--- src/design/lc3b_isa_pkg.sv ---
package lc3b_isa_pkg;

    // Data and address word
    typedef logic [15:0] lc3b_word;

    // Register index and condition codes
    typedef logic [2:0] lc3b_reg_idx;
    typedef logic [2:0] lc3b_nzp;

    // Opcodes of the implemented subset, LC-3b encodings
    typedef enum logic [3:0] {
        op_br  = 4'b0000,
        op_add = 4'b0001,
        op_and = 4'b0101,
        op_ldr = 4'b0110,
        op_str = 4'b0111,
        op_not = 4'b1001,
        op_jmp = 4'b1100,
        op_lea = 4'b1110
    } lc3b_opcode;

    typedef enum logic [1:0] {
        alu_add,
        alu_and,
        alu_not,
        alu_pass
    } lc3b_aluop;

    // Instruction field positions (low bit of each field)
    localparam int op_lsb       = 12;
    localparam int dr_lsb       = 9;
    localparam int sr1_lsb      = 6;
    localparam int sr2_lsb      = 0;
    localparam int imm_flag_bit = 5;

    localparam lc3b_nzp  cc_reset_value = 3'b010;
    localparam lc3b_word pc_reset_value = 16'h0000;

endpackage

--- src/design/lc3b_ctrl_pkg.sv ---
package lc3b_ctrl_pkg;

    typedef enum logic [3:0] {
        s_fetch1,
        s_fetch2,
        s_fetch3,
        s_decode,
        s_add,
        s_and,
        s_not,
        s_br,
        s_br_taken,
        s_lea,
        s_jmp,
        s_calc_addr,
        s_ldr1,
        s_ldr2,
        s_str1,
        s_str2
    } lc3b_state;

    // PC source
    localparam logic [1:0] pcmux_plus2   = 2'b00;
    localparam logic [1:0] pcmux_offset9 = 2'b01;
    localparam logic [1:0] pcmux_sr1     = 2'b10;

    // ALU second operand
    localparam logic [1:0] alumux_sr2     = 2'b00;
    localparam logic [1:0] alumux_imm5    = 2'b01;
    localparam logic [1:0] alumux_offset6 = 2'b10;

    // Register write data
    localparam logic [1:0] regfilemux_alu = 2'b00;
    localparam logic [1:0] regfilemux_mdr = 2'b01;
    localparam logic [1:0] regfilemux_lea = 2'b10;

    localparam logic marmux_alu = 1'b0;
    localparam logic marmux_pc  = 1'b1;
    localparam logic mdrmux_alu = 1'b0;
    localparam logic mdrmux_mem = 1'b1;

endpackage

--- src/design/lc3b_alu.sv ---
`timescale 1ns/1ns

module lc3b_alu (
    input  lc3b_isa_pkg::lc3b_aluop aluop,
    input  lc3b_isa_pkg::lc3b_word  a,
    input  lc3b_isa_pkg::lc3b_word  b,
    output lc3b_isa_pkg::lc3b_word  f
);

    always_comb begin
        case (aluop)
            lc3b_isa_pkg::alu_add:  f = a + b;
            lc3b_isa_pkg::alu_and:  f = a & b;
            lc3b_isa_pkg::alu_not:  f = ~a;
            // Pass a, used for the store source
            lc3b_isa_pkg::alu_pass: f = a;
            default:                f = a;
        endcase
    end

endmodule

--- src/design/lc3b_regfile.sv ---
`timescale 1ns/1ns

module lc3b_regfile (
    input  logic                     clk,
    input  logic                     rst_n,
    input  logic                     load,
    input  lc3b_isa_pkg::lc3b_reg_idx sr1,
    input  lc3b_isa_pkg::lc3b_reg_idx sr2,
    input  lc3b_isa_pkg::lc3b_reg_idx dest,
    input  lc3b_isa_pkg::lc3b_word    in_data,
    output lc3b_isa_pkg::lc3b_word    sr1_data,
    output lc3b_isa_pkg::lc3b_word    sr2_data
);

    lc3b_isa_pkg::lc3b_word regs [8];

    always_ff @(posedge clk) begin
        if (!rst_n) begin
            for (int i = 0; i < 8; i++) begin
                regs[i] <= '0;
            end
        end else if (load) begin
            regs[dest] <= in_data;
        end
    end

    // Reads see the old value during a write cycle
    assign sr1_data = regs[sr1];
    assign sr2_data = regs[sr2];

endmodule

--- src/design/lc3b_control.sv ---
`timescale 1ns/1ns

module lc3b_control (
    input  logic                   clk,
    input  logic                   rst_n,
    input  lc3b_isa_pkg::lc3b_opcode opcode,
    input  logic                   inst5,
    input  logic                   branch_enable,
    input  logic                   mem_resp,
    output logic                   load_pc,
    output logic                   load_ir,
    output logic                   load_regfile,
    output logic                   load_mar,
    output logic                   load_mdr,
    output logic                   load_cc,
    output logic [1:0]             pcmux_sel,
    output logic                   storemux_sel,
    output logic [1:0]             alumux_sel,
    output logic [1:0]             regfilemux_sel,
    output logic                   marmux_sel,
    output logic                   mdrmux_sel,
    output lc3b_isa_pkg::lc3b_aluop aluop,
    output logic                   mem_read,
    output logic                   mem_write
);

    lc3b_ctrl_pkg::lc3b_state state;
    lc3b_ctrl_pkg::lc3b_state next_state;

    always_comb begin
        // Safe defaults with nothing loading
        load_pc        = 1'b0;
        load_ir        = 1'b0;
        load_regfile   = 1'b0;
        load_mar       = 1'b0;
        load_mdr       = 1'b0;
        load_cc        = 1'b0;
        pcmux_sel      = lc3b_ctrl_pkg::pcmux_plus2;
        storemux_sel   = 1'b0;
        alumux_sel     = lc3b_ctrl_pkg::alumux_sr2;
        regfilemux_sel = lc3b_ctrl_pkg::regfilemux_alu;
        marmux_sel     = lc3b_ctrl_pkg::marmux_alu;
        mdrmux_sel     = lc3b_ctrl_pkg::mdrmux_alu;
        aluop          = lc3b_isa_pkg::alu_add;
        mem_read       = 1'b0;
        mem_write      = 1'b0;

        case (state)
            lc3b_ctrl_pkg::s_fetch1: begin
                // MAR <= PC, PC <= PC + 2
                marmux_sel = lc3b_ctrl_pkg::marmux_pc;
                load_mar   = 1'b1;
                pcmux_sel  = lc3b_ctrl_pkg::pcmux_plus2;
                load_pc    = 1'b1;
            end
            lc3b_ctrl_pkg::s_fetch2, lc3b_ctrl_pkg::s_ldr1: begin
                // Held until the memory answers
                mem_read   = 1'b1;
                mdrmux_sel = lc3b_ctrl_pkg::mdrmux_mem;
                load_mdr   = 1'b1;
            end
            lc3b_ctrl_pkg::s_fetch3: begin
                load_ir = 1'b1;
            end
            lc3b_ctrl_pkg::s_add, lc3b_ctrl_pkg::s_and: begin
                alumux_sel   = inst5 ? lc3b_ctrl_pkg::alumux_imm5 : lc3b_ctrl_pkg::alumux_sr2;
                aluop        = (state == lc3b_ctrl_pkg::s_add) ? lc3b_isa_pkg::alu_add
                                                                : lc3b_isa_pkg::alu_and;
                load_regfile = 1'b1;
                load_cc      = 1'b1;
            end
            lc3b_ctrl_pkg::s_not: begin
                aluop        = lc3b_isa_pkg::alu_not;
                load_regfile = 1'b1;
                load_cc      = 1'b1;
            end
            lc3b_ctrl_pkg::s_br_taken: begin
                pcmux_sel = lc3b_ctrl_pkg::pcmux_offset9;
                load_pc   = 1'b1;
            end
            lc3b_ctrl_pkg::s_lea: begin
                regfilemux_sel = lc3b_ctrl_pkg::regfilemux_lea;
                load_regfile   = 1'b1;
                load_cc        = 1'b1;
            end
            lc3b_ctrl_pkg::s_jmp: begin
                pcmux_sel = lc3b_ctrl_pkg::pcmux_sr1;
                load_pc   = 1'b1;
            end
            lc3b_ctrl_pkg::s_calc_addr: begin
                // MAR <= BaseR + (offset6 << 1)
                alumux_sel = lc3b_ctrl_pkg::alumux_offset6;
                aluop      = lc3b_isa_pkg::alu_add;
                marmux_sel = lc3b_ctrl_pkg::marmux_alu;
                load_mar   = 1'b1;
            end
            lc3b_ctrl_pkg::s_ldr2: begin
                regfilemux_sel = lc3b_ctrl_pkg::regfilemux_mdr;
                load_regfile   = 1'b1;
                load_cc        = 1'b1;
            end
            lc3b_ctrl_pkg::s_str1: begin
                // Source register comes through SR1 port
                storemux_sel = 1'b1;
                aluop        = lc3b_isa_pkg::alu_pass;
                mdrmux_sel   = lc3b_ctrl_pkg::mdrmux_alu;
                load_mdr     = 1'b1;
            end
            lc3b_ctrl_pkg::s_str2: begin
                mem_write = 1'b1;
            end
            default: begin
                // Decode and BR test issue nothing
            end
        endcase

        // No register loads and no memory request while reset is held
        if (!rst_n) begin
            load_pc      = 1'b0;
            load_ir      = 1'b0;
            load_regfile = 1'b0;
            load_mar     = 1'b0;
            load_mdr     = 1'b0;
            load_cc      = 1'b0;
            mem_read     = 1'b0;
            mem_write    = 1'b0;
        end
    end

    always_comb begin
        next_state = state;

        case (state)
            lc3b_ctrl_pkg::s_fetch1: next_state = lc3b_ctrl_pkg::s_fetch2;
            lc3b_ctrl_pkg::s_fetch2: begin
                if (mem_resp) begin
                    next_state = lc3b_ctrl_pkg::s_fetch3;
                end
            end
            lc3b_ctrl_pkg::s_fetch3: next_state = lc3b_ctrl_pkg::s_decode;
            lc3b_ctrl_pkg::s_decode: begin
                case (opcode)
                    lc3b_isa_pkg::op_add: next_state = lc3b_ctrl_pkg::s_add;
                    lc3b_isa_pkg::op_and: next_state = lc3b_ctrl_pkg::s_and;
                    lc3b_isa_pkg::op_not: next_state = lc3b_ctrl_pkg::s_not;
                    lc3b_isa_pkg::op_br:  next_state = lc3b_ctrl_pkg::s_br;
                    lc3b_isa_pkg::op_lea: next_state = lc3b_ctrl_pkg::s_lea;
                    lc3b_isa_pkg::op_jmp: next_state = lc3b_ctrl_pkg::s_jmp;
                    lc3b_isa_pkg::op_ldr,
                    lc3b_isa_pkg::op_str: next_state = lc3b_ctrl_pkg::s_calc_addr;
                    // Unimplemented opcodes act as no-ops
                    default:              next_state = lc3b_ctrl_pkg::s_fetch1;
                endcase
            end
            lc3b_ctrl_pkg::s_br: begin
                next_state = branch_enable ? lc3b_ctrl_pkg::s_br_taken : lc3b_ctrl_pkg::s_fetch1;
            end
            lc3b_ctrl_pkg::s_calc_addr: begin
                next_state = (opcode == lc3b_isa_pkg::op_ldr) ? lc3b_ctrl_pkg::s_ldr1
                                                              : lc3b_ctrl_pkg::s_str1;
            end
            lc3b_ctrl_pkg::s_ldr1: begin
                if (mem_resp) begin
                    next_state = lc3b_ctrl_pkg::s_ldr2;
                end
            end
            lc3b_ctrl_pkg::s_str1: next_state = lc3b_ctrl_pkg::s_str2;
            lc3b_ctrl_pkg::s_str2: begin
                if (mem_resp) begin
                    next_state = lc3b_ctrl_pkg::s_fetch1;
                end
            end
            default: next_state = lc3b_ctrl_pkg::s_fetch1;
        endcase
    end

    always_ff @(posedge clk) begin
        if (!rst_n) begin
            state <= lc3b_ctrl_pkg::s_fetch1;
        end else begin
            state <= next_state;
        end
    end

endmodule

--- src/design/lc3b_datapath.sv ---
`timescale 1ns/1ns

module lc3b_datapath (
    input  logic                     clk,
    input  logic                     rst_n,
    input  logic                     load_pc,
    input  logic                     load_ir,
    input  logic                     load_regfile,
    input  logic                     load_mar,
    input  logic                     load_mdr,
    input  logic                     load_cc,
    input  logic [1:0]               pcmux_sel,
    input  logic                     storemux_sel,
    input  logic [1:0]               alumux_sel,
    input  logic [1:0]               regfilemux_sel,
    input  logic                     marmux_sel,
    input  logic                     mdrmux_sel,
    input  lc3b_isa_pkg::lc3b_aluop   aluop,
    input  lc3b_isa_pkg::lc3b_word    mem_rdata,
    input  logic                     mem_resp,
    output lc3b_isa_pkg::lc3b_opcode  opcode,
    output logic                     inst5,
    output logic                     branch_enable,
    output lc3b_isa_pkg::lc3b_word    mem_address,
    output lc3b_isa_pkg::lc3b_word    mem_wdata
);

    lc3b_isa_pkg::lc3b_word pc;
    lc3b_isa_pkg::lc3b_word ir;
    lc3b_isa_pkg::lc3b_word mar;
    lc3b_isa_pkg::lc3b_word mdr;
    lc3b_isa_pkg::lc3b_nzp  cc;
    lc3b_isa_pkg::lc3b_nzp  cc_next;

    lc3b_isa_pkg::lc3b_reg_idx sr1_idx;
    lc3b_isa_pkg::lc3b_word    sr1_data;
    lc3b_isa_pkg::lc3b_word    sr2_data;
    lc3b_isa_pkg::lc3b_word    imm5;
    lc3b_isa_pkg::lc3b_word    offset6;
    lc3b_isa_pkg::lc3b_word    offset9;
    lc3b_isa_pkg::lc3b_word    pc_target;
    lc3b_isa_pkg::lc3b_word    alu_b;
    lc3b_isa_pkg::lc3b_word    alu_out;
    lc3b_isa_pkg::lc3b_word    pc_next;
    lc3b_isa_pkg::lc3b_word    reg_wdata;

    // Immediates, offsets are word offsets
    assign imm5    = {{11{ir[4]}}, ir[4:0]};
    assign offset6 = {{9{ir[5]}}, ir[5:0], 1'b0};
    assign offset9 = {{6{ir[8]}}, ir[8:0], 1'b0};

    // Shared by BR taken and LEA, PC already advanced
    assign pc_target = pc + offset9;

    // STR reads its source register through SR1
    assign sr1_idx = storemux_sel ? ir[lc3b_isa_pkg::dr_lsb +: 3] : ir[lc3b_isa_pkg::sr1_lsb +: 3];

    lc3b_regfile u_regfile (
        .clk      (clk),
        .rst_n    (rst_n),
        .load     (load_regfile),
        .sr1      (sr1_idx),
        .sr2      (ir[lc3b_isa_pkg::sr2_lsb +: 3]),
        .dest     (ir[lc3b_isa_pkg::dr_lsb +: 3]),
        .in_data  (reg_wdata),
        .sr1_data (sr1_data),
        .sr2_data (sr2_data)
    );

    always_comb begin
        case (alumux_sel)
            lc3b_ctrl_pkg::alumux_imm5:    alu_b = imm5;
            lc3b_ctrl_pkg::alumux_offset6: alu_b = offset6;
            default:                       alu_b = sr2_data;
        endcase

        case (pcmux_sel)
            lc3b_ctrl_pkg::pcmux_offset9: pc_next = pc_target;
            lc3b_ctrl_pkg::pcmux_sr1:     pc_next = sr1_data;
            default:                      pc_next = pc + 16'd2;
        endcase

        case (regfilemux_sel)
            lc3b_ctrl_pkg::regfilemux_mdr: reg_wdata = mdr;
            lc3b_ctrl_pkg::regfilemux_lea: reg_wdata = pc_target;
            default:                       reg_wdata = alu_out;
        endcase
    end

    lc3b_alu u_alu (
        .aluop (aluop),
        .a     (sr1_data),
        .b     (alu_b),
        .f     (alu_out)
    );

    // Condition codes follow the register write data
    assign cc_next = {reg_wdata[15], reg_wdata == '0, !reg_wdata[15] && (reg_wdata != '0)};

    always_ff @(posedge clk) begin
        if (!rst_n) begin
            pc <= lc3b_isa_pkg::pc_reset_value;
            cc <= lc3b_isa_pkg::cc_reset_value;
        end else begin
            if (load_pc) begin
                pc <= pc_next;
            end
            if (load_cc) begin
                cc <= cc_next;
            end
        end
    end

    always_ff @(posedge clk) begin
        if (load_ir) begin
            ir <= mdr;
        end
        if (load_mar) begin
            mar <= (marmux_sel == lc3b_ctrl_pkg::marmux_pc) ? pc : alu_out;
        end
        // A stalled read leaves MDR untouched
        if (load_mdr && mdrmux_sel == lc3b_ctrl_pkg::mdrmux_alu) begin
            mdr <= alu_out;
        end else if (load_mdr && mem_resp) begin
            mdr <= mem_rdata;
        end
    end

    assign opcode        = lc3b_isa_pkg::lc3b_opcode'(ir[lc3b_isa_pkg::op_lsb +: 4]);
    assign inst5         = ir[lc3b_isa_pkg::imm_flag_bit];
    assign branch_enable = |(ir[lc3b_isa_pkg::dr_lsb +: 3] & cc);
    assign mem_address   = mar;
    assign mem_wdata     = mdr;

endmodule

--- src/design/lc3b_cpu.sv ---
`timescale 1ns/1ns

module lc3b_cpu (
    input  logic                  clk,
    input  logic                  rst_n,
    input  lc3b_isa_pkg::lc3b_word mem_rdata,
    input  logic                  mem_resp,
    output lc3b_isa_pkg::lc3b_word mem_address,
    output lc3b_isa_pkg::lc3b_word mem_wdata,
    output logic                  mem_read,
    output logic                  mem_write
);

    logic                     load_pc;
    logic                     load_ir;
    logic                     load_regfile;
    logic                     load_mar;
    logic                     load_mdr;
    logic                     load_cc;
    logic [1:0]               pcmux_sel;
    logic                     storemux_sel;
    logic [1:0]               alumux_sel;
    logic [1:0]               regfilemux_sel;
    logic                     marmux_sel;
    logic                     mdrmux_sel;
    lc3b_isa_pkg::lc3b_aluop  aluop;
    lc3b_isa_pkg::lc3b_opcode opcode;
    logic                     inst5;
    logic                     branch_enable;

    lc3b_control u_control (
        .clk            (clk),
        .rst_n          (rst_n),
        .opcode         (opcode),
        .inst5          (inst5),
        .branch_enable  (branch_enable),
        .mem_resp       (mem_resp),
        .load_pc        (load_pc),
        .load_ir        (load_ir),
        .load_regfile   (load_regfile),
        .load_mar       (load_mar),
        .load_mdr       (load_mdr),
        .load_cc        (load_cc),
        .pcmux_sel      (pcmux_sel),
        .storemux_sel   (storemux_sel),
        .alumux_sel     (alumux_sel),
        .regfilemux_sel (regfilemux_sel),
        .marmux_sel     (marmux_sel),
        .mdrmux_sel     (mdrmux_sel),
        .aluop          (aluop),
        .mem_read       (mem_read),
        .mem_write      (mem_write)
    );

    lc3b_datapath u_datapath (
        .clk            (clk),
        .rst_n          (rst_n),
        .load_pc        (load_pc),
        .load_ir        (load_ir),
        .load_regfile   (load_regfile),
        .load_mar       (load_mar),
        .load_mdr       (load_mdr),
        .load_cc        (load_cc),
        .pcmux_sel      (pcmux_sel),
        .storemux_sel   (storemux_sel),
        .alumux_sel     (alumux_sel),
        .regfilemux_sel (regfilemux_sel),
        .marmux_sel     (marmux_sel),
        .mdrmux_sel     (mdrmux_sel),
        .aluop          (aluop),
        .mem_rdata      (mem_rdata),
        .mem_resp       (mem_resp),
        .opcode         (opcode),
        .inst5          (inst5),
        .branch_enable  (branch_enable),
        .mem_address    (mem_address),
        .mem_wdata      (mem_wdata)
    );

endmodule

--- config.mk ---
export PLATFORM = sky130hd
export DESIGN_NAME = lc3b_cpu
export DESIGN_NICKNAME = d
export VERILOG_FILES = /design/src/design/lc3b_isa_pkg.sv /design/src/design/lc3b_ctrl_pkg.sv /design/src/design/lc3b_alu.sv /design/src/design/lc3b_regfile.sv /design/src/design/lc3b_control.sv /design/src/design/lc3b_datapath.sv /design/src/design/lc3b_cpu.sv
export SDC_FILE = /design/constraint.sdc
export NUM_CORES = 1
export LEC_CHECK = 0
export ABC_AREA = 1
export ABC_CLOCK_PERIOD_IN_PS = 4500
export BUFFER_PORTS_ARGS = -buffer_cell sky130_fd_sc_hd__buf_4
export CAP_MARGIN = 40
export CORE_ASPECT_RATIO = 0.75
export CORE_MARGIN = 2
export CORE_UTILIZATION = 50
export DETAILED_ROUTE_END_ITERATION = 10
export HOLD_SLACK_MARGIN = 0.15
export MAX_ROUTING_LAYER = met4
export PLACE_DENSITY = 0.67
export REMOVE_ABC_BUFFERS = 1
export SYNTH_ARGS = -nofsm -noshare
export SYNTH_HDL_FRONTEND = slang
export SYNTH_HIERARCHICAL = 1
export SYNTH_SLANG_ARGS = --single-unit
export TNS_END_PERCENT = 5
--- constraint.sdc ---
create_clock -name clk -period 4.5 [get_ports clk]
set_input_delay 0.45 -clock clk [delete_from_list [all_inputs] [get_ports clk]]
set_output_delay 0.45 -clock clk [all_outputs]
set_load 0.005 [all_outputs]
---- Yosys cells after proc, flatten, opt, wreduce, memory -nomap -nowiden ----
Memories as Yosys holds them, arrays and structs flattened. A register that Yosys moved wholly into a read port is not among the register bits.
Cells that the tools add are included.
operators by class
  reduce and logical (&&, ||, !) cells .... 18
  bitwise operators ....................... 4
  muxes and demuxes ....................... 45
  add/sub/neg operators ................... 3
  eq/ne operators ......................... 28
operator list
  cell                     count
  $pmux W16 S2             3
  $mux W16                 4
  $pmux W16 S4             1
  $pmux W4 S9              1
  $add A16 B16 Y16         2
  $eq A4 B4 Y1 const B     8
  $mux W1                  23
  $eq A4 B3 Y1 const B     5
  $mux W4                  5
  $add A16 B2 Y16 const B  1
  $and A16 B16 Y16         1
  $logic_not A16 Y1        1
  $not A16 Y16             1
  $reduce_bool A16 Y1      1
  $reduce_or A16 Y1        1
  $pmux W2 S2              3
  $eq A2 B2 Y1 const B     5
  $mux W3                  3
  $reduce_or A3 Y1         3
  $eq A2 B1 Y1 const B     4
  $eq A4 B2 Y1 const B     2
  $ne A2 B2 Y1 const B     3
  $pmux W2 S3              1
  $reduce_or A2 Y1         3
  other kinds (11)         13
storage, ports and cells
  input port bits ......................... 19
  register bits ........................... 71
  output and inout port bits .............. 34
  word-level logic and storage cells ...... 106
  memories ................................ 2
  memory bits (read-only) ................. 64
  bits in writable memories ............... 128
memory list
  memory                     words  bits a word  read ports  clocked after memory_dff  wr ports  line                 RTL
  u_datapath.u_regfile.regs  8      16           2           1                         8         lc3b_regfile.sv:15   lc3b_isa_pkg::lc3b_word regs [8];
  (name not given)           16     4            1           1                         0         lc3b_control.sv:142  case (opcode)

---- Longest topological paths before layout ----
  depth in word-level cells ............... 10
  gate-level depth with buffers ........... 32
  depth with buffers taken out ............ 31

---- Cells and area by module ----
Netlist, hierarchy kept.
modules (own cells, without submodules)
  module         area each (sq um)  instances  seq. area each (sq um)  cells an instance
  lc3b_regfile   7,536.0            1          3,843.7                 1,032
  lc3b_datapath  4,723.3            1          1,821.7                 646
  lc3b_alu       1,301.2            1          0.0                     256
  lc3b_control   513.0              1          80.1                    105

---- Least setup slack after synthesis ----
No wires, ideal clock.
  path kind ............................... register to register
  from .................................... register u_control.state[1]
  to ...................................... memory u_datapath/u_regfile/regs[0][15] in the netlist's numbering, data pin
  cell stages (with the launch flop) ...... 27
  data required time ...................... 4.241 ns
  arrival ................................. 3.310 ns
  setup slack ............................. 0.931 ns
  path through ............................ dfxtp_1 inv_1 nor2_1 inv_1 nor2_1 mux2_2 inv_2 clkbuf_1 nand2_1 nand3_1 nand2_1 nand2_1 nand2_1 ha_1 or2_4 nand3_1 nand2_2 nand2_1 nand3_1 nand3_1 nand2_1 inv_1 nand2_1 nand2_2 inv_1 inv_1 nor2_1
RTL lines
  element                 line                 RTL
  from (decl)             lc3b_control.sv:27   lc3b_ctrl_pkg::lc3b_state state;
  from (signal assigned)  lc3b_control.sv:179  state <= lc3b_ctrl_pkg::s_fetch1;
  from (signal assigned)  lc3b_control.sv:181  state <= next_state;
  to (decl)               lc3b_regfile.sv:15

==> results.md <==
- Max_cap viols: 0
- Tightest Pin Transition: 0.849 ns
- Row count: 53
- Layout cell share with drive strength beyond 1: 10.1%
- CP Class: register to register
- Layout Cells excl Fill: 2446
- Primary FF master, synth: edfxtp_1
- Post-DP Area: 15000 um2
- Final Max Tran Viols: 0
- Period utilisation layout: between 90% and 100%
- Vias: 13600
- Initial antenna violation count: 0
- Largest net degree at the start of global routing: a little under 70
- Total Die Area: 29500 um2
- F_max: 0.237 GHz
- Worst R2R Path Depth: 25
- Vias/cell: 5.56
- DRT Pass-1 Iters: 7
- Final instance area: 15600 um2
- GP Congestion: 0.962
- Antenna diode count: 0
- CORE AREA: 27900 um2
- P_leak: 7.84 nW
- DR DRC count: 0
- Drt total wl: 45400 um
- Antenna Nets Post-Route: 0
- Worst EP required: ~4.7 ns
- Syn Area/Cell: 6.90 um2
- Post-CTS setup buffers: 0
- Syn. warnings: 6
- Crit path arrival time: 4.41 ns
- Chip width: 198 um
- VDD IR-drop max: 0.294 mV
- Final clock skew: approximately 0.016 ns
- Global-route wire length before repair: 69800 um
- Die Y: 149 um
- Port Buffers: 52
- Worst R2R Start: u_datapath/ir[5]
- Avg WL per Cell: 18.6 um
- Hold path endpoint: u_datapath/mem_wdata[7]
- Most frequent CP cell: nand2_1
- Worst hold stages: 3
- Clk slew on worst S/H paths: 0.08 ns
- Final Hold Fails: 0
- Synth cell types: slightly above 50
- Power Total: 4.80 mW
- Initial Util: 50.5%
- Seq cells post-synth: between 150 and 200
- Setup-failing EPs final: 0
- Detailed Place HPWL: 31500 um
- Reg-to-reg endpoint: u_datapath/u_regfile/regs[7][12]
- Final Util: approximately 56%
- Clock tree sinks: 199
- Placed Cells: 2414
- Clock Root Buffer: clkbuf_16
- Grt ovf: 0
- Gate count after technology mapping: about 2000
- RSZ-0062 raised after global routing: yes
- Iter 0 DRT Violations: about 1600
- CTS Buffer Depth: 2
- CP Capture Type: register
- Hold Crit Start: mem_rdata[7]
- Pwr per Cell Area: around 310 nW/um2
- CTS Buf Count: 17
- Vias in the first global route: 12400
- Hold/Removal Path Class: input pin to register
- Internal reg-to-reg setup slack: between 0.2 and 0.3 ns
- CP max stage delay: 0.59 ns
- CTS tree: yes
- Area Growth Syn to Fin: 10.8%
- Min cycle time layout: roughly 4.2 ns
- Status: finished, final reports clean
- H-tree depth: 4
- Slowest library cell on the worst path: edfxtp_1
- Clk_lat worst skew: 0.46 ns
- Gr usage total: 32.3%
- Io pins: 53
- Critical path's top delay family: simple AND/OR/NAND/NOR gates
- Nets: 2134
- Post-synthesis async set-or-reset flop share: 0%
- Sequential fraction of the synthesis area: 40.8%
- CP max FO: 10
- Worst Path Buf+Inv: 7
- Synthesized area: 14100 um2
- Worst hold slack: roughly 0.27 ns
- Worst slew margin: a little over two fifths
- Post-synth EDFFs: 176
- Startpoint Class: register
state kept, by name, indices dropped and copies added (netlist names):
signal	cells
u_datapath/u_regfile/regs	128
u_datapath/mem_wdata	16
u_datapath/pc	16
u_datapath/mem_address	16
u_datapath/ir	16
u_control/state	4
u_datapath/cc	3
layout by cell type (no fill, tap or decap), types with 7 or more instances in the layout:
master	count
nand3_2	8
a221oi_1	15
clkbuf_16	17
nor2_1	208
nand3_1	206
inv_1	286
ha_1	38
nand2_1	738
o21ai_0	63
inv_2	14
buf_4	97
edfxtp_1	176
a21oi_1	78
nand2_2	23
nor2_2	7
buf_12	8
dfxtp_1	23
where the power goes:
part	internal (mW)	total (mW)	switching [mW]	leakage, nW
clock network	0.798	1.60	0.802	0.292
logic	0.320	1.03	0.714	5.59
registers	2.11	2.17	0.0535	1.96
total	3.23	4.80	1.57	7.84
area by class of cell:
type                    instances  area (um2)
fillers                      2697       12300
inverters                     300        1130
clock buffers                  17         425
multi-input cells            1451        6730
flip-flops and latches        199        5750
clock inverters                15         184
repair buffers                107         931
well taps                     357         447
Yosys cell counts (2+ instances only):
| library cell | count | area [um2] |
|---|---|---|
| a21oi_1 | 78 | 390 |
| a21oi_2 | 4 | 35.0 |
| a221oi_1 | 15 | 131 |
| a22o_1 | 2 | 17.5 |
| a22oi_1 | 2 | 15.0 |
| a31oi_1 | 2 | 12.5 |
| a32o_1 | 2 | 20.0 |
| and2_1 | 2 | 12.5 |
| and3_1 | 2 | 12.5 |
| buf_1 | 2 | 7.51 |
| buf_2 | 32 | 160 |
| buf_4 | 8 | 60.1 |
| buf_6 | 8 | 90.1 |
| clkbuf_1 | 35 | 131 |
| clkbuf_8 | 3 | 41.3 |
| dfxtp_1 | 23 | 460 |
| edfxtp_1 | 176 | 5290 |
| ha_1 | 38 | 475 |
| inv_1 | 289 | 1080 |
| inv_2 | 11 | 41.3 |
| mux2_2 | 3 | 33.8 |
| nand2_1 | 739 | 2770 |
| nand2_2 | 22 | 138 |
| nand2_4 | 2 | 22.5 |
| nand3_1 | 206 | 1030 |
| nand3_2 | 8 | 80.1 |
| nand3b_1 | 4 | 30.0 |
| nand4_1 | 5 | 31.3 |
| nor2_1 | 212 | 796 |
| nor2_2 | 5 | 31.3 |
| nor2_4 | 3 | 33.8 |
| nor3_1 | 6 | 30.0 |
| o21ai_0 | 63 | 315 |
| o21ai_1 | 2 | 10.0 |
| or2_4 | 2 | 17.5 |
| xnor2_1 | 4 | 35.0 |
| xor2_1 | 5 | 43.8 |
metrics by stage:
| stage | setup TNS [ns] | setup slack [ns] |
|---|---|---|
| floorplan | 0 | 0.257 |
| global placement | 0 | 0.254 |
| detailed placement | 0 | 0.231 |
| CTS | 0 | 0.203 |
| global route | -0.0160 | -0.00908 |
| finish | 0 | 0.273 |
tightest hold or removal path, delay by kind of cell:
| kind | cells | cell delay (ns) |
|---|---|---|
| AO/OA/AOI/OAI | 1 | 0.06 |
| AND/OR/NAND/NOR | 1 | 0.04 |
| buffers and inverters | 1 | 0.08 |
worst max-delay path by stage:
stage / cells past startpoint / slack [ns] / end / from
floorplan: 22 / 0.26 / u_datapath/u_regfile/regs[6][15] / u_datapath/ir[0]
global placement: 25 / 0.25 / u_datapath/u_regfile/regs[7][12] / u_datapath/ir[5]
detailed placement: 27 / 0.23 / u_datapath/u_regfile/regs[5][13] / u_control/state[1]
CTS: 27 / 0.20 / u_datapath/u_regfile/regs[7][12] / u_control/state[1]
global route: 27 / -0.009 / u_datapath/u_regfile/regs[7][12] / u_control/state[1]
finish: 25 / 0.27 / u_datapath/u_regfile/regs[7][12] / u_datapath/ir[5]
per-layer routing:
| layer | vias up | part of all wire (%) | track usage (%) |
|---|---|---|---|
| met3 | 77 | 10 | 4.84 |
| met5 | - | 0 | - |
| li1 | 6528 | - | - |
| met2 | 691 | 41 | 45.1 |
| met1 | 6307 | 46 | 47.6 |
| met4 | 0 | 2.4 | 11.0 |
repair_timing:
action	CTS	global route
hold buffers	0	0
gates resized for setup	0	8
endpoints found under the setup margin	0	67
hold endpoints to repair	0	0
kinds of logic (layout without fill, tap and decap cells):
logic type	count (synthesis)	in the layout	synth area share, %
AO/OA/AOI/OAI	178	178	7.17
adder cells (fa/ha/maj)	39	39	3.52
buffers and inverters	389	439	11.5
XOR/XNOR	9	9	0.560
flip-flops	199	199	40.8
multiplexers	4	4	0.311
AND/OR/NAND/NOR	1221	1221	36.1
Note: power is estimated with default switching activity, not from simulation.
